## config.mk

```make
export PLATFORM = sky130hd
export DESIGN_NAME = cpu16_top
export DESIGN_NICKNAME = d
export VERILOG_FILES = /design/src/cpu16_pkg.sv /design/src/alu.sv /design/src/cpu16_top.sv /design/src/cpu_ctrl.sv /design/src/decoder.sv /design/src/reg_file.sv
export SDC_FILE = /design/constraint.sdc
export NUM_CORES = 1
export LEC_CHECK = 0
export BUFFER_PORTS_ARGS = -buffer_cell sky130_fd_sc_hd__buf_2
export CORE_MARGIN = 2
export CORE_UTILIZATION = 50
export DETAILED_ROUTE_END_ITERATION = 12
export HOLD_SLACK_MARGIN = 0.08
export PLACE_DENSITY = 0.67
export SYNTH_ARGS = -nofsm -noshare
export SYNTH_HDL_FRONTEND = slang
export SYNTH_HIERARCHICAL = 1
export SYNTH_SLANG_ARGS = --single-unit
```

## constraint.sdc

```tcl
create_clock -name pclk -period 7.7 [get_ports pclk]
set_input_delay 0.385 -clock pclk [delete_from_list [all_inputs] [get_ports pclk]]
set_output_delay 0.385 -clock pclk [all_outputs]
set_load 0.005 [all_outputs]
```

## src/cpu16_pkg.sv

```systemverilog
`default_nettype none

package cpu16_pkg;

	////////////////////////////////////////////////////////////////////////////
	// Register file geometry
	////////////////////////////////////////////////////////////////////////////

	localparam int reg_addr_w = 3; // r0..r7

	////////////////////////////////////////////////////////////////////////////
	// Major opcodes, instr[15:11]
	////////////////////////////////////////////////////////////////////////////

	typedef enum logic [4:0] {
		op_nop    = 5'b00001, // NOP group, 0x0800
		op_b      = 5'b00010, // Unconditional branch, imm11
		op_bnez   = 5'b00101, // Branch if rx != 0, imm8
		op_shift  = 5'b00110, // SLL/SRL/SRA, only SLL kept
		op_addiu  = 5'b01001,
		op_li     = 5'b01101,
		op_move   = 5'b01111,
		op_lw     = 5'b10011, // ry = mem[rx + imm5]
		op_sw     = 5'b11011, // mem[rx + imm5] = ry
		op_addsub = 5'b11100, // ADDU/SUBU, funct in [1:0]
		op_rr     = 5'b11101  // Reg-reg group, funct in [4:0]
	} opcode_e;

	// Minor function fields inside the groups
	localparam logic [1:0] funct_addu = 2'b01;
	localparam logic [1:0] funct_subu = 2'b11;
	localparam logic [1:0] funct_sll  = 2'b00;
	localparam logic [4:0] funct_and  = 5'b01100;
	localparam logic [4:0] funct_or   = 5'b01101;
	localparam logic [4:0] funct_move = 5'b00000;

	////////////////////////////////////////////////////////////////////////////
	// Datapath and control encodings
	////////////////////////////////////////////////////////////////////////////

	typedef enum logic [2:0] {
		alu_add,
		alu_sub,
		alu_and,
		alu_or,
		alu_sll,   // a << b
		alu_pass_b
	} alu_op_e;

	typedef enum logic [1:0] {
		br_none,
		br_always,
		br_nez
	} branch_e;

	// Controller FSM
	typedef enum logic [1:0] {
		st_fetch,
		st_exec,
		st_mem,
		st_wback
	} state_e;

endpackage

`default_nettype wire

```

## src/alu.sv

```systemverilog
`timescale 1ns/1ps
`default_nettype none

module alu (
	input  wire [15:0]              a,
	input  wire [15:0]              b,
	input  wire cpu16_pkg::alu_op_e op,
	output logic [15:0]             y
);

	always_comb begin
		case (op)
			cpu16_pkg::alu_add: begin
				y = a + b; // ADDIU, ADDU, LW/SW address
			end
			cpu16_pkg::alu_sub: begin
				y = a - b;
			end
			cpu16_pkg::alu_and: begin
				y = a & b;
			end
			cpu16_pkg::alu_or: begin
				y = a | b;
			end
			cpu16_pkg::alu_sll: begin
				// Amount is 1..8, four bits are enough
				y = a << b[3:0];
			end
			cpu16_pkg::alu_pass_b: begin
				y = b; // LI and MOVE
			end
			default: begin
				y = 16'h0000;
			end
		endcase
	end

endmodule

`default_nettype wire

```

## src/cpu16_top.sv

```systemverilog
`timescale 1ns/1ps
`default_nettype none

module cpu16_top #(
	parameter logic [15:0] RESET_PC = 16'h0000
) (
	input  wire         pclk,
	input  wire         arst_n,
	output logic        wb_cyc,
	output logic        wb_stb,
	output logic        wb_we,
	output logic [15:0] wb_adr,
	output logic [15:0] wb_dat_w,
	input  wire [15:0]  wb_dat_r,
	input  wire         wb_ack
);

	logic [15:0]                      instr;
	logic [cpu16_pkg::reg_addr_w-1:0] read_addr1;
	logic [cpu16_pkg::reg_addr_w-1:0] read_addr2;
	logic [cpu16_pkg::reg_addr_w-1:0] reg_addr;
	logic                             reg_write;
	logic                             mem_read;
	logic                             mem_write;
	cpu16_pkg::alu_op_e               alu_op;
	logic                             alu_src_imm;
	logic [15:0]                      imm;
	cpu16_pkg::branch_e               branch;
	logic [15:0]                      rd_data1;
	logic [15:0]                      rd_data2;
	logic [15:0]                      alu_b;
	logic [15:0]                      alu_y;
	logic                             wr_en;
	logic [cpu16_pkg::reg_addr_w-1:0] wr_addr;
	logic [15:0]                      wr_data;

	assign alu_b = alu_src_imm ? imm : rd_data2; // Operand B select

	cpu_ctrl #(
		.RESET_PC (RESET_PC)
	) u_ctrl (
		.pclk      (pclk),
		.arst_n    (arst_n),
		.wb_cyc    (wb_cyc),
		.wb_stb    (wb_stb),
		.wb_we     (wb_we),
		.wb_adr    (wb_adr),
		.wb_dat_w  (wb_dat_w),
		.wb_dat_r  (wb_dat_r),
		.wb_ack    (wb_ack),
		.mem_read  (mem_read),
		.mem_write (mem_write),
		.reg_write (reg_write),
		.reg_addr  (reg_addr),
		.branch    (branch),
		.imm       (imm),
		.instr     (instr),
		.rd2_data  (rd_data2),
		.rd1_data  (rd_data1),
		.alu_y     (alu_y),
		.wr_en     (wr_en),
		.wr_addr   (wr_addr),
		.wr_data   (wr_data)
	);

	decoder u_dec (
		.instr       (instr),
		.read_addr1  (read_addr1),
		.read_addr2  (read_addr2),
		.reg_addr    (reg_addr),
		.reg_write   (reg_write),
		.mem_read    (mem_read),
		.mem_write   (mem_write),
		.alu_op      (alu_op),
		.alu_src_imm (alu_src_imm),
		.imm         (imm),
		.branch      (branch)
	);

	reg_file u_rf (
		.pclk     (pclk),
		.arst_n   (arst_n),
		.rd_addr1 (read_addr1),
		.rd_addr2 (read_addr2),
		.rd_data1 (rd_data1),
		.rd_data2 (rd_data2),
		.wr_en    (wr_en),
		.wr_addr  (wr_addr),
		.wr_data  (wr_data)
	);

	alu u_alu (
		.a  (rd_data1),
		.b  (alu_b),
		.op (alu_op),
		.y  (alu_y)
	);

endmodule

`default_nettype wire

```

## src/cpu_ctrl.sv

```systemverilog
`timescale 1ns/1ps
`default_nettype none

module cpu_ctrl #(
	parameter logic [15:0] RESET_PC = 16'h0000
) (
	input  wire                              pclk,
	input  wire                              arst_n,
	// Wishbone classic master
	output logic                             wb_cyc,
	output logic                             wb_stb,
	output logic                             wb_we,
	output logic [15:0]                      wb_adr,
	output logic [15:0]                      wb_dat_w,
	input  wire [15:0]                       wb_dat_r,
	input  wire                              wb_ack,
	// Decoded control
	input  wire                              mem_read,
	input  wire                              mem_write,
	input  wire                              reg_write,
	input  wire [cpu16_pkg::reg_addr_w-1:0]  reg_addr,
	input  wire cpu16_pkg::branch_e          branch,
	input  wire [15:0]                       imm,
	// Datapath
	output logic [15:0]                      instr,
	input  wire [15:0]                       rd2_data,
	input  wire [15:0]                       rd1_data,
	input  wire [15:0]                       alu_y,
	output logic                             wr_en,
	output logic [cpu16_pkg::reg_addr_w-1:0] wr_addr,
	output logic [15:0]                      wr_data
);

	cpu16_pkg::state_e state;

	logic [15:0] pc;
	logic [15:0] ir;      // Instruction register
	logic [15:0] ld_data; // Load data held for write-back
	logic        bus_req;
	logic        mem_op;
	logic        taken;
	logic [15:0] pc_inc;
	logic [15:0] pc_next;

	assign instr  = ir;
	assign wb_cyc = bus_req; // CYC and STB always move together
	assign wb_stb = bus_req;
	assign mem_op = mem_read | mem_write;

	////////////////////////////////////////////////////////////////////////////
	// Next PC
	////////////////////////////////////////////////////////////////////////////

	always_comb begin
		case (branch)
			cpu16_pkg::br_always: taken = 1'b1;
			cpu16_pkg::br_nez:    taken = (rd1_data != 16'h0000);
			default:              taken = 1'b0;
		endcase
	end

	assign pc_inc  = pc + 16'd1;
	assign pc_next = taken ? pc_inc + imm : pc_inc; // Offset relative to PC+1

	// Register write port, ALU results in exec, loads in wback
	always_comb begin
		wr_en   = 1'b0;
		wr_addr = reg_addr;
		wr_data = alu_y;
		if (state == cpu16_pkg::st_exec) begin
			wr_en = reg_write & ~mem_op;
		end
		else if (state == cpu16_pkg::st_wback) begin
			wr_en   = reg_write;
			wr_data = ld_data;
		end
	end

	////////////////////////////////////////////////////////////////////////////
	// FSM and bus handshake
	////////////////////////////////////////////////////////////////////////////

	always_ff @(posedge pclk or negedge arst_n) begin
		if (!arst_n) begin
			state   <= cpu16_pkg::st_fetch;
			pc      <= RESET_PC;
			bus_req <= 1'b0;
			wb_we   <= 1'b0;
		end
		else begin
			case (state)
				cpu16_pkg::st_fetch: begin
					if (!bus_req) begin // Idle cycle over, start fetch
						bus_req <= 1'b1;
						wb_we   <= 1'b0;
					end
					else if (wb_ack) begin
						bus_req <= 1'b0;
						state   <= cpu16_pkg::st_exec;
					end
				end
				cpu16_pkg::st_exec: begin
					pc      <= pc_next;
					bus_req <= 1'b1; // Data access or next fetch
					wb_we   <= mem_write;
					state   <= mem_op ? cpu16_pkg::st_mem : cpu16_pkg::st_fetch;
				end
				cpu16_pkg::st_mem: begin
					if (wb_ack) begin
						bus_req <= 1'b0;
						wb_we   <= 1'b0;
						state   <= mem_read ? cpu16_pkg::st_wback : cpu16_pkg::st_fetch;
					end
				end
				cpu16_pkg::st_wback: begin
					bus_req <= 1'b1; // Fetch overlaps nothing, bus was idle
					wb_we   <= 1'b0;
					state   <= cpu16_pkg::st_fetch;
				end
				default: begin
					state <= cpu16_pkg::st_fetch;
				end
			endcase
		end
	end

	// Address, write data and captured read data
	always_ff @(posedge pclk) begin
		if (state == cpu16_pkg::st_fetch && bus_req && wb_ack) begin
			ir <= wb_dat_r;
		end
		if (state == cpu16_pkg::st_mem && wb_ack) begin
			ld_data <= wb_dat_r; // dat_r only valid with ack
		end
		if (state == cpu16_pkg::st_exec) begin
			wb_adr   <= mem_op ? alu_y : pc_next;
			wb_dat_w <= rd2_data; // ry for SW
		end
		else if (!bus_req) begin
			wb_adr <= pc; // Fetch after reset, SW or wback
		end
	end

endmodule

`default_nettype wire

```

## src/decoder.sv

```systemverilog
`timescale 1ns/1ps
`default_nettype none

module decoder (
	input  wire [15:0]                           instr,
	output logic [cpu16_pkg::reg_addr_w-1:0]     read_addr1,
	output logic [cpu16_pkg::reg_addr_w-1:0]     read_addr2,
	output logic [cpu16_pkg::reg_addr_w-1:0]     reg_addr,
	output logic                                 reg_write,
	output logic                                 mem_read,
	output logic                                 mem_write,
	output cpu16_pkg::alu_op_e                   alu_op,
	output logic                                 alu_src_imm,
	output logic [15:0]                          imm,
	output cpu16_pkg::branch_e                   branch
);

	cpu16_pkg::opcode_e opcode;

	assign opcode = cpu16_pkg::opcode_e'(instr[15:11]);

	always_comb begin
		// Defaults behave as NOP
		read_addr1  = instr[10:8]; // rx
		read_addr2  = instr[7:5];  // ry
		reg_addr    = instr[10:8];
		reg_write   = 1'b0;
		mem_read    = 1'b0;
		mem_write   = 1'b0;
		alu_op      = cpu16_pkg::alu_add;
		alu_src_imm = 1'b0;
		imm         = 16'h0000;
		branch      = cpu16_pkg::br_none;

		case (opcode)
			cpu16_pkg::op_addiu: begin // rx += simm8
				reg_write   = 1'b1;
				alu_src_imm = 1'b1;
				imm         = {{8{instr[7]}}, instr[7:0]};
			end
			cpu16_pkg::op_li: begin // rx = zimm8
				reg_write   = 1'b1;
				alu_op      = cpu16_pkg::alu_pass_b;
				alu_src_imm = 1'b1;
				imm         = {8'h00, instr[7:0]};
			end
			cpu16_pkg::op_addsub: begin
				if (instr[1:0] == cpu16_pkg::funct_addu) begin // rz = rx + ry
					reg_addr  = instr[4:2];
					reg_write = 1'b1;
				end
				else if (instr[1:0] == cpu16_pkg::funct_subu) begin // rz = rx - ry
					reg_addr  = instr[4:2];
					reg_write = 1'b1;
					alu_op    = cpu16_pkg::alu_sub;
				end
			end
			cpu16_pkg::op_rr: begin
				if (instr[4:0] == cpu16_pkg::funct_and) begin
					reg_write = 1'b1;
					alu_op    = cpu16_pkg::alu_and;
				end
				else if (instr[4:0] == cpu16_pkg::funct_or) begin
					reg_write = 1'b1;
					alu_op    = cpu16_pkg::alu_or;
				end
				// JR, CMP, MFPC and the rest fall through as NOP
			end
			cpu16_pkg::op_move: begin
				if (instr[4:0] == cpu16_pkg::funct_move) begin // rx = ry
					reg_write = 1'b1;
					alu_op    = cpu16_pkg::alu_pass_b;
				end
			end
			cpu16_pkg::op_shift: begin
				if (instr[1:0] == cpu16_pkg::funct_sll) begin
					// ry on port 1 feeds the shifter input
					read_addr1  = instr[7:5];
					reg_write   = 1'b1;
					alu_op      = cpu16_pkg::alu_sll;
					alu_src_imm = 1'b1;
					// Shift field of 0 encodes 8
					imm         = (instr[4:2] == 3'd0) ? 16'd8 : {13'd0, instr[4:2]};
				end
			end
			cpu16_pkg::op_lw: begin
				reg_addr    = instr[7:5]; // Load target is ry
				reg_write   = 1'b1;
				mem_read    = 1'b1;
				alu_src_imm = 1'b1;
				imm         = {{11{instr[4]}}, instr[4:0]};
			end
			cpu16_pkg::op_sw: begin
				mem_write   = 1'b1;
				alu_src_imm = 1'b1;
				imm         = {{11{instr[4]}}, instr[4:0]};
			end
			cpu16_pkg::op_b: begin
				branch = cpu16_pkg::br_always;
				imm    = {{5{instr[10]}}, instr[10:0]}; // simm11
			end
			cpu16_pkg::op_bnez: begin
				branch = cpu16_pkg::br_nez; // Tests rx via port 1
				imm    = {{8{instr[7]}}, instr[7:0]};
			end
			cpu16_pkg::op_nop: begin
				// Nothing to enable
			end
			default: begin
				// Unsupported encodings keep the NOP defaults
			end
		endcase
	end

endmodule

`default_nettype wire

```

## src/reg_file.sv

```systemverilog
`timescale 1ns/1ps
`default_nettype none

module reg_file (
	input  wire                              pclk,
	input  wire                              arst_n,
	input  wire [cpu16_pkg::reg_addr_w-1:0]  rd_addr1,
	input  wire [cpu16_pkg::reg_addr_w-1:0]  rd_addr2,
	output logic [15:0]                      rd_data1,
	output logic [15:0]                      rd_data2,
	input  wire                              wr_en,
	input  wire [cpu16_pkg::reg_addr_w-1:0]  wr_addr,
	input  wire [15:0]                       wr_data
);

	localparam int num_regs = 2 ** cpu16_pkg::reg_addr_w;

	logic [15:0] regs [num_regs];

	// Asynchronous reads, old value during a same-cycle write
	assign rd_data1 = regs[rd_addr1];
	assign rd_data2 = regs[rd_addr2];

	always_ff @(posedge pclk or negedge arst_n) begin
		if (!arst_n) begin
			for (int i = 0; i < num_regs; i++) begin
				regs[i] <= 16'h0000; // All registers start at zero
			end
		end
		else if (wr_en) begin
			regs[wr_addr] <= wr_data;
		end
	end

endmodule

`default_nettype wire

```

Word level (Yosys, flattened, before mapping)
Index checks and enable logic that the tools add are counted.
{"block": "classes", "order_cmp": 4, "n_bitwise": 8, "eq_ne": 29, "addsub": 4, "reduce_logical": 17, "n_mux": 58, "n_shift": 1}
{"cell": "two-way mux 16 bit", "n": 13}
{"cell": "bitwise mux 128 bit", "n": 1}
{"cell": "binary-select mux 16 bit (select 3 bit)", "n": 2}
{"cell": "one-hot mux 16 bit (6 select lines)", "n": 1}
{"cell": "one-hot mux 16 bit (5 select lines)", "n": 1}
{"cell": "demux 16 bit (select 3 bit)", "n": 1}
{"cell": "adder 16 bit", "n": 2}
{"cell": "== test 5 x 4 -> 1 bit, second input constant", "n": 5}
{"cell": "two-way mux 3 bit", "n": 8}
{"cell": "== test 5 bit, second input constant", "n": 4}
{"cell": "adder 16 x 1 -> 16 bit, second input constant", "n": 1}
{"cell": "AND 16 bit", "n": 1}
{"cell": "bitwise OR 16 bit", "n": 1}
{"cell": "nonzero test 16 bit", "n": 1}
{"cell": "<< shifter 16 x 4 -> 16 bit", "n": 1}
{"cell": "subtractor 16 bit", "n": 1}
{"cell": "two-way mux 1 bit", "n": 15}
{"cell": "one-hot mux 3 bit (5 select lines)", "n": 1}
{"cell": "greater-or-equal comparator 4 bit, second input constant", "n": 3}
{"cell": "two-way mux 2 bit", "n": 6}
{"cell": "NOT 3 -> 4 bit", "n": 3}
{"cell": "== test 5 x 3 -> 1 bit, second input constant", "n": 2}
{"cell": "== test 2 bit, second input constant", "n": 4}
{"cell": "!= test 2 bit, second input constant", "n": 4}
{"cell": "27 further kinds", "n": 39}
{"block": "word_totals", "output_inout_bits": 35, "word_cells": 137, "ff_bits": 212}

Longest topological paths before layout
Gate-level depths: netlist of run 1.
{"block": "depth", "word_depth": 12, "depth_mapped": 28}

Hierarchy
The synthesis of run 1 kept the hierarchy.
{"mod": "reg_file", "seq_area_each_um2": 3203.1, "n_inst": 1, "area_each_um2": 7004.2, "cells_each": 393}
{"mod": "cpu_ctrl", "seq_area_each_um2": 2422.3, "n_inst": 1, "area_each_um2": 4639.4, "cells_each": 415}
{"mod": "alu", "seq_area_each_um2": 0.0, "n_inst": 1, "area_each_um2": 2148.3, "cells_each": 310}
{"mod": "decoder", "seq_area_each_um2": 0.0, "n_inst": 1, "area_each_um2": 526.8, "cells_each": 78}
{"mod": "cpu16_top", "seq_area_each_um2": 0.0, "n_inst": 1, "area_each_um2": 249.0, "cells_each": 18}

Worst setup path after synthesis of run 1
No wires, ideal clock.
{"block": "synth_path", "kind": "register -> register", "start": "register u_ctrl.ir[11], in the netlist u_ctrl/instr[11]", "end": "register u_rf/regs[109] in the netlist's numbering", "t_arrival_ns": 5.357, "required_ns": 7.575, "path_stages_with_launch": 24, "slack_ns": 2.218, "cell_sequence": "edfxtp_1 -> nand2b_1 -> or4_4 -> or3_1 -> buf_6 -> o21ai_0 -> buf_6 -> buf_12 -> mux2_4 -> clkbuf_1 -> or4_4 -> or3_2 -> nor2_1 -> a21oi_1 -> xnor2_1 -> ha_1 -> a21oi_1 -> o21a_1 -> nor3_1 -> a221o_1 -> a311oi_1 -> o221ai_1 -> mux2_2 -> mux2_2"}
{"block": "synth_between", "word_cells_on_any_way": 53, "classes_between": "2 x add/sub; 2 x order compare; 15 x eq/ne; 1 x shift; 20 x mux; 7 x bitwise; 6 x reduce/logical"}
{"element": "start: declaration", "line": "cpu_ctrl.sv:37", "source": "logic [15:0] ir;"}
{"element": "start signal: assignment", "line": "cpu_ctrl.sv:130", "source": "ir <= wb_dat_r;"}
{"element": "== test 5 x 4 -> 1 bit or == test 5 bit (tied branches)", "line": "decoder.sv:35", "source": "case (opcode)"}
{"element": "OR reduction 4 bit (no line)"}
{"element": "one-hot mux 1 bit (2 select lines) (*)", "line": "decoder.sv:35"}
{"element": "net alu_src_imm", "line": "cpu16_top.sv:26", "source": "logic alu_src_imm;"}
{"element": "two-way mux 16 bit (*)", "line": "cpu16_top.sv:37", "source": "assign alu_b = alu_src_imm ? imm : rd_data2;"}
{"element": "net alu_b[5]", "line": "cpu16_top.sv:31", "source": "logic [15:0] alu_b;"}
{"element": "subtractor 16 bit or adder 16 bit (tied branches)", "line": "alu.sv:17, alu.sv:14"}
{"element": "one-hot mux 16 bit (6 select lines) (*)", "line": "alu.sv:12", "source": "case (op)"}
{"element": "net alu_y[13]", "line": "cpu16_top.sv:32", "source": "logic [15:0] alu_y;"}
{"element": "two-way mux 16 bit", "line": "cpu_ctrl.sv:73", "source": "else if (state == cpu16_pkg::st_wback) begin"}
{"element": "two-way mux 16 bit (*)", "line": "cpu_ctrl.sv:70", "source": "if (state == cpu16_pkg::st_exec) begin"}
{"element": "net wr_data[13]", "line": "cpu16_top.sv:35", "source": "logic [15:0] wr_data;"}
{"element": "bitwise mux 128 bit (*)", "line": "reg_file.sv:31", "source": "regs[wr_addr] <= wr_data;"}
{"element": "end signal: indexed assignment", "line": "reg_file.sv:31"}
{"element": "end: declaration", "line": "reg_file.sv:18", "source": "logic [15:0] regs [num_regs];"}
Mark *: on every way through the listed nets, which the timed path passes. The rest lies on a longest branch. The select of a mux whose other input is x is not followed.
A chain may end at the register's enable or synchronous reset.

Worst setup path in the final report of run 1
{"block": "layout_path", "start": "register u_ctrl.ir[13], in the netlist u_ctrl/instr[13]", "end": "register u_rf/regs[124] in the netlist's numbering"}
Same word-level chain as after synthesis.

==> results of run 1 <==
## layer usage
metal | up-vias | GRT usage | share of wire
li1 | 4748 | - | -
met1 | 5317 | 0.3682 | 0.43
met2 | 399 | 0.4351 | 0.47
met3 | 96 | 0.04091 | 0.061
met4 | 0 | 0.1066 | 0.038
met5 | - | 0 | 0
## through the flow
stage               power, mW  area (sq um)  utilization  hold WS (ns)  instances
floorplan               3.626         14570            -       0.08941       1214
global placement        4.587         14960       0.5212        0.4929       1583
detailed placement      4.618         14960       0.5212        0.5054       1583
CTS                     5.804         15890       0.5535       0.09299       1639
global route            6.169         15890       0.5535       0.08964       1639
finish                  5.880         15890       0.5535        0.1101       1639
## power by group through the flow
stage / logic, mW / clock network (mW) / registers, mW
2_1_floorplan: 2.10 / 0 / 1.53
6_report: 3.15 / 1.16 / 1.57
3_5_place_dp: 3.03 / 0 / 1.58
5_1_grt: 3.35 / 1.22 / 1.60
4_1_cts: 3.06 / 1.18 / 1.57
3_3_place_gp: 3.02 / 0 / 1.57
## sequential cells by signal (all words and copies together), names as in the netlist, 2 cells and up
signal and cells:
u_ctrl/instr 16, u_ctrl/wb_adr 16, u_ctrl/pc 16, u_ctrl/wb_dat_w 16, u_ctrl/state 2, u_ctrl/ld_data 16, u_rf/regs 128
## path summary, 6_finish.rpt
kind                            depth (start not counted)  slack, ns             start         endpoint
worst max-delay path                                   17       1.08  u_ctrl/instr[13]   u_rf/regs[124]
worst min-delay path                                    1       0.11       wb_dat_r[8]  u_ctrl/instr[8]
worst max register to register                         17       1.08  u_ctrl/instr[13]   u_rf/regs[124]
worst min register to register                          1       0.51    u_rf/regs[101]   u_rf/regs[101]
max in group asynchronous                               3       5.83            arst_n    u_ctrl/pc[12]
min in group asynchronous                               2       0.52            arst_n    u_rf/regs[85]
## cell families after synthesis
| family | count (synthesis) |
|---|---|
| AND/OR/NAND/NOR | 248 |
| AO/OA/AOI/OAI | 242 |
| flip-flops | 212 |
| multiplexers | 299 |
| buffers and inverters | 107 |
| adder cells (fa/ha/maj) | 55 |
| XOR/XNOR | 51 |
## layout make-up
class | count | area (sq um) | area share
Sequential cell | 212 | 5625 | 0.3541
Tap cell | 384 | 480.5 | 0.03024
Inverter | 23 | 88.84 | 0.005591
Timing Repair Buffer | 81 | 524.3 | 0.03300
Clock inverter | 9 | 81.33 | 0.005119
Multi-Input combinational cell | 895 | 8362 | 0.5263
Clock buffer | 35 | 725.7 | 0.04568
## placed cells by master, fill, tap and decap left out, drive strengths merged, types with 41 or more instances in the layout
master / instances
a21oi: 54
buf: 69
mux2: 206
o21ai: 69
dfrtp: 148
ha: 41
edfxtp: 64
nor2: 57
nand2: 86
mux4: 65
## repair_timing
action	CTS	global route
hold buffers	12	0
endpoints found under the hold margin	110	0
setup buffers	0	0
==> flow_summary.json, run 1 <==
{
  "outcome": "finished, final reports clean",
  "power_switching_mw": 2.596,
  "hold_viol": 0,
  "netlist_top_cells_area": "sky130_fd_sc_hd__dfrtp_1 (25%), sky130_fd_sc_hd__mux2_2 (15%), sky130_fd_sc_hd__edfxtp_1 (13%)",
  "wire_length_reported_by_the_detailed_router_um": 41160,
  "synth_compound_area_frac": 0.1080,
  "timing.critical_path.fanout_max": 16,
  "avgViaCountPerCell": 6.443,
  "cts.path.max_buffers": 3,
  "dieArea_sq_um": 30520,
  "worst_setup_path_end_kind": "flip-flop",
  "worst-endpoint-arrival_ns": 7.02,
  "number_of_vias_after_detailed_routing": 10560,
  "grt_remaining_overflow": 0,
  "post_synthesis_average_cell_area_sq_um": 12.00,
  "synth_top_family_by_area": "multiplexers",
  "placement_row_count": 62,
  "n_antenna_cell": 0,
  "async_flop_share": 0.6981,
  "drt_first_pass_iters": 5,
  "initial_antenna_violation_count": 0,
  "boundaryPins": 54,
  "worstMarginPinSlew_ns": 1.069,
  "synth_edf_count": 64,
  "synth_xor_area_frac": 0.03066,
  "gpl.final_weighted_congestion": 0.9778,
  "floorplan.core_area_sq_um": 28700,
  "fin_ws_ns": 1.081,
  "vdd.ir_drop.worst_mv": 0.2275,
  "p_leak_nw": 7.127,
  "grt_pass1_vias": 10540,
  "wl_per_cell_um": 25.11,
  "clk_latency_ns": 0.53,
  "place_hpwl_um": 28840,
  "mappedNetlistNets": 1276,
  "synth.cell_area_sq_um": 14570,
  "fin_worst_skew_ns": 0.02169,
  "synth_most_common_cell": "sky130_fd_sc_hd__mux2_2",
  "critPathTopFamily": "compound AO/OA/AOI/OAI gates",
  "final.period_utilization": 0.8596,
  "finalSetupViolations": 0,
  "relative_contribution_of_combinational_cells_to_total_power": 0.536,
  "syn_inst": 1214,
  "route.detailed.drc": 0,
  "required_ns": 8.10,
  "tns_ns": 0,
  "power_density_nw_per_um2": 370.1,
  "cts_repair_resize_count": 0,
  "clock_root_cell": "sky130_fd_sc_hd__clkbuf_16",
  "crit_path_start_kind": "flip-flop",
  "clock.fmax_mhz": 151.1,
  "maximum_number_of_pins_on_one_net_before_global_route_repair": 90,
  "synth.yosys.warnings": 6,
  "fp.dieW_um": 174.7,
  "most_frequent_cells_after_synthesis": "sky130_fd_sc_hd__mux2_2 (192), sky130_fd_sc_hd__dfrtp_1 (148), sky130_fd_sc_hd__nand2_1 (86)",
  "power.switching_fraction": 0.4415,
  "timing_max_transition_violations_final": 0,
  "area_growth_pct": 9.061,
  "netlist.area_leader.share": 0.2542,
  "simple_gate_fraction_of_synth_area": 0.08975,
  "htree_num_levels": 1,
  "yosys.cell_types.count": 81,
  "timing.critical_path.slowest_stage_cell": "sky130_fd_sc_hd__edfxtp_1",
  "maxSlewHeadroom": 0.2872,
  "worst-path-buf-inv": 1,
  "crit_path_cell_trace": "inv_4 > or4_4 > or3_1 > o21ai_2 > mux2_4 > or4_4 > or3_2 > o21ai_0 > xor2_1 > ha_1 > a21oi_1 > nor3_1 > a221o_1 > a311oi_1 > o21ai_0 > mux2_2 > mux2_2",
  "setup_repair_after_global_routing_missed_its_margin": "no",
  "path_clk_slew_ns": 0.06,
  "postSynth.topFlopCell": "sky130_fd_sc_hd__dfrtp_1",
  "power.clock.fraction": 0.197,
  "post_route_cells_drive_above_1_share": 0.2837,
  "synthMuxAreaShare": 0.2970,
  "clock_tree_from_tritoncts": "built",
  "port_buffer_cells": 53,
  "cellInternalPower_mw": 3.284,
  "cts.sink_count": 212,
  "grtUsageTotal": 0.2697,
  "post-route-min-period_ns": 6.619,
  "synth_seq_area_share": 0.3862,
  "seq_power_share": 0.267,
  "critical_path_class": "flip-flop to flip-flop",
  "synth_fa_ha_area_frac": 0.04621,
  "finish.net_count": 1299,
  "detailed_router_s_first_iteration_violation_count": 1144,
  "hold_path_class": "input pin to flip-flop",
  "grt_pass1_wl_um": 62870,
  "synth-seq-cells": 212,
  "cts-buffers-inserted": 24,
  "nFillCells": 2493,
  "max_cap_violations": 0,
  "antenna_left": 0,
  "die_height_um": 174.7,
  "synth_area_leader_cell": "sky130_fd_sc_hd__dfrtp_1",
  "placement.setup.worst_slack_ns": 1.223,
  "critPathMaxStageDelay_ns": 0.56,
  "start_util": 0.5075
}
(Power assumes the default switching activity.)
==> run 2, diff against run 1 <==
--- a/config.mk
+++ b/config.mk
@@ -10,6 +10,7 @@
 export CORE_UTILIZATION = 50
 export DETAILED_ROUTE_END_ITERATION = 12
 export HOLD_SLACK_MARGIN = 0.08
+export MAX_ROUTING_LAYER = met4
 export PLACE_DENSITY = 0.67
 export SYNTH_ARGS = -nofsm -noshare
 export SYNTH_HDL_FRONTEND = slang
==> flow_summary.json, run 2 (synthesis gave the netlist of run 1 again) <==
{
  "worst_r2r_path_depth": 19,
  "placement_row_count": 62,
  "number_of_vias_after_detailed_routing": 10468,
  "post_cts.repair.setup_buffers": 0,
  "gpl.final_weighted_congestion": 0.9569,
  "hold_viol": 0,
  "clk_latency_ns": 0.53,
  "flip_flop_count_of_the_largest_register_all_copies_and_words_added": 128,
  "hold_path_class": "input pin to flip-flop",
  "crit_path_start_kind": "flip-flop",
  "cts.sink_count": 212,
  "final.period_utilization": 0.8597,
  "cts-buffers-inserted": 25,
  "layout_commonest_cell": "sky130_fd_sc_hd__mux2_2",
  "power_density_nw_per_um2": 369.7,
  "largest_register": "u_rf/regs",
  "grt_pass1_vias": 10222,
  "required_ns": 8.17,
  "initial_antenna_violation_count": 2,
  "maxSlewHeadroom": 0.2686,
  "nFillCells": 2467,
  "p_leak_nw": 7.109,
  "grtUsageTotal": 0.2764,
  "outcome": "finished, final reports clean",
  "hp-start": "wb_dat_r[8]",
  "antenna_left": 0,
  "place_hpwl_um": 28960,
  "route.detailed.drc": 0,
  "cts.path.max_buffers": 3,
  "tns_ns": 0,
  "final_cell_mix": "sky130_fd_sc_hd__mux2_2 (192), sky130_fd_sc_hd__dfrtp_1 (148), sky130_fd_sc_hd__nand2_1 (86)",
  "worst_setup_path_end_kind": "flip-flop",
  "finish.net_count": 1302,
  "drt_first_pass_iters": 5,
  "die_height_um": 174.7,
  "worstMarginPinSlew_ns": 1.097,
  "port_buffer_cells": 53,
  "grt_remaining_overflow": 0,
  "finalSetupViolations": 0,
  "detailed_router_s_first_iteration_violation_count": 1057,
  "clock.fmax_mhz": 151.1,
  "reg2reg_from": "u_ctrl/instr[13]",
  "area_growth_pct": 9.009,
  "wire_length_reported_by_the_detailed_router_um": 41050,
  "critical_path_class": "flip-flop to flip-flop",
  "timing_max_transition_violations_final": 0,
  "r2r_end": "u_rf/regs[61]",
  "max_cap_violations": 0,
  "floorplan.core_area_sq_um": 28700,
  "dieArea_sq_um": 30520,
  "start_util": 0.5075,
  "maximum_number_of_pins_on_one_net_before_global_route_repair": 85,
  "clock_tree_from_tritoncts": "built",
  "timing.critical_path.fanout_max": 19,
  "hold_path_depth": 1,
  "boundaryPins": 54,
  "r2r_slack_ns": 1.08,
  "cts_repair_resize_count": 0,
  "hold_path_end": "u_ctrl/instr[8]",
  "post-route-min-period_ns": 6.620,
  "postLayoutCellArea_sq_um": 15880,
  "setup_repair_after_global_routing_missed_its_margin": "no",
  "grt_pass1_wl_um": 62170,
  "vdd.ir_drop.worst_mv": 0.2235,
  "path_clk_slew_ns": 0.06,
  "wl_per_cell_um": 24.97,
  "clock_root_cell": "sky130_fd_sc_hd__clkbuf_16",
  "placed_cell_area_sq_um": 14960,
  "avgViaCountPerCell": 6.367,
  "worst-endpoint-arrival_ns": 7.09,
  "fp.dieW_um": 174.7,
  "htree_num_levels": 1,
  "post_route_cells_drive_above_1_share": 0.2812,
  "fin_worst_skew_ns": 0.009182
}
[run 2: where the power goes]
part / internal [mW] / switching [mW] / total (mW)
sequential: 1.40 / 0.158 / 1.56
combinational: 1.19 / 1.97 / 3.16
clock: 0.677 / 0.472 / 1.15
total: 3.27 / 2.60 / 5.87
[run 2: worst max path at each step]
stage | end | cells after the start | startpoint
detailed placement | u_rf/regs[109] | 19 | u_ctrl/instr[13]
floorplan | u_rf/regs[109] | 23 | u_ctrl/instr[11]
CTS | u_rf/regs[61] | 19 | u_ctrl/instr[13]
global route | u_rf/regs[13] | 19 | u_ctrl/instr[13]
finish | u_rf/regs[61] | 19 | u_ctrl/instr[13]
global placement | u_rf/regs[45] | 19 | u_ctrl/instr[13]
[run 2: area by class of cell]
| type | count | area (sq um) | share of cell area |
|---|---|---|---|
| Antenna cell | 1 | 2.502 | 0.0001576 |
| Clock buffer | 34 | 669.4 | 0.04215 |
| Clock inverter | 12 | 122.6 | 0.007721 |
| Inverter | 23 | 88.84 | 0.005594 |
| Multi-Input combinational cell | 895 | 8362 | 0.5266 |
| Sequential cell | 212 | 5625 | 0.3542 |
| Tap cell | 384 | 480.5 | 0.03026 |
| Timing Repair Buffer | 83 | 529.3 | 0.03333 |
[run 2: metal layers]
layer / vias up / GRT usage / part of all wire
met1: 5302 / 0.3688 / 0.42
li1: 4729 / - / -
met2: 371 / 0.4343 / 0.48
met3: 66 / 0.04765 / 0.066
met4: 0 / 0.08542 / 0.031
met5: - / - / 0
[run 2: per-stage QoR]
step                power (mW)  setup WS [ns]  hold slack, ns  std cells  utilization
finish                   5.870          1.080          0.1032       1644       0.5533
global route             6.181         0.7167          0.1013       1644       0.5533
CTS                      5.810          1.170         0.09063       1643       0.5532
detailed placement       4.640          1.203          0.4381       1584       0.5211
global placement         4.620          1.203          0.4376       1584       0.5211
floorplan                3.626          2.218         0.08941       1214            -
[run 2: timing repair]
item / 4_1_cts / 5_1_grt
endpoints found under the setup margin: 0 / 0
endpoints found under the hold margin: 88 / 0
hold buffers: 13 / 0
[run 2: worst max-delay path, stage by stage (launching register included)]
cell	delay, ns
sky130_fd_sc_hd__edfxtp_1	0.57
sky130_fd_sc_hd__inv_4	0.06
sky130_fd_sc_hd__or4_4	0.53
sky130_fd_sc_hd__or3_1	0.46
sky130_fd_sc_hd__o21ai_2	0.47
sky130_fd_sc_hd__mux2_2	0.60
sky130_fd_sc_hd__inv_1	0.40
sky130_fd_sc_hd__ha_1	0.24
sky130_fd_sc_hd__nand2_1	0.10
sky130_fd_sc_hd__o31ai_1	0.26
sky130_fd_sc_hd__xor2_1	0.11
sky130_fd_sc_hd__ha_1	0.37
sky130_fd_sc_hd__nand2_1	0.12
sky130_fd_sc_hd__a211oi_1	0.36
sky130_fd_sc_hd__o21bai_1	0.17
sky130_fd_sc_hd__a211oi_1	0.27
sky130_fd_sc_hd__mux2_2	0.40
sky130_fd_sc_hd__o221ai_1	0.48
sky130_fd_sc_hd__mux2_2	0.39
sky130_fd_sc_hd__mux2_2	0.19
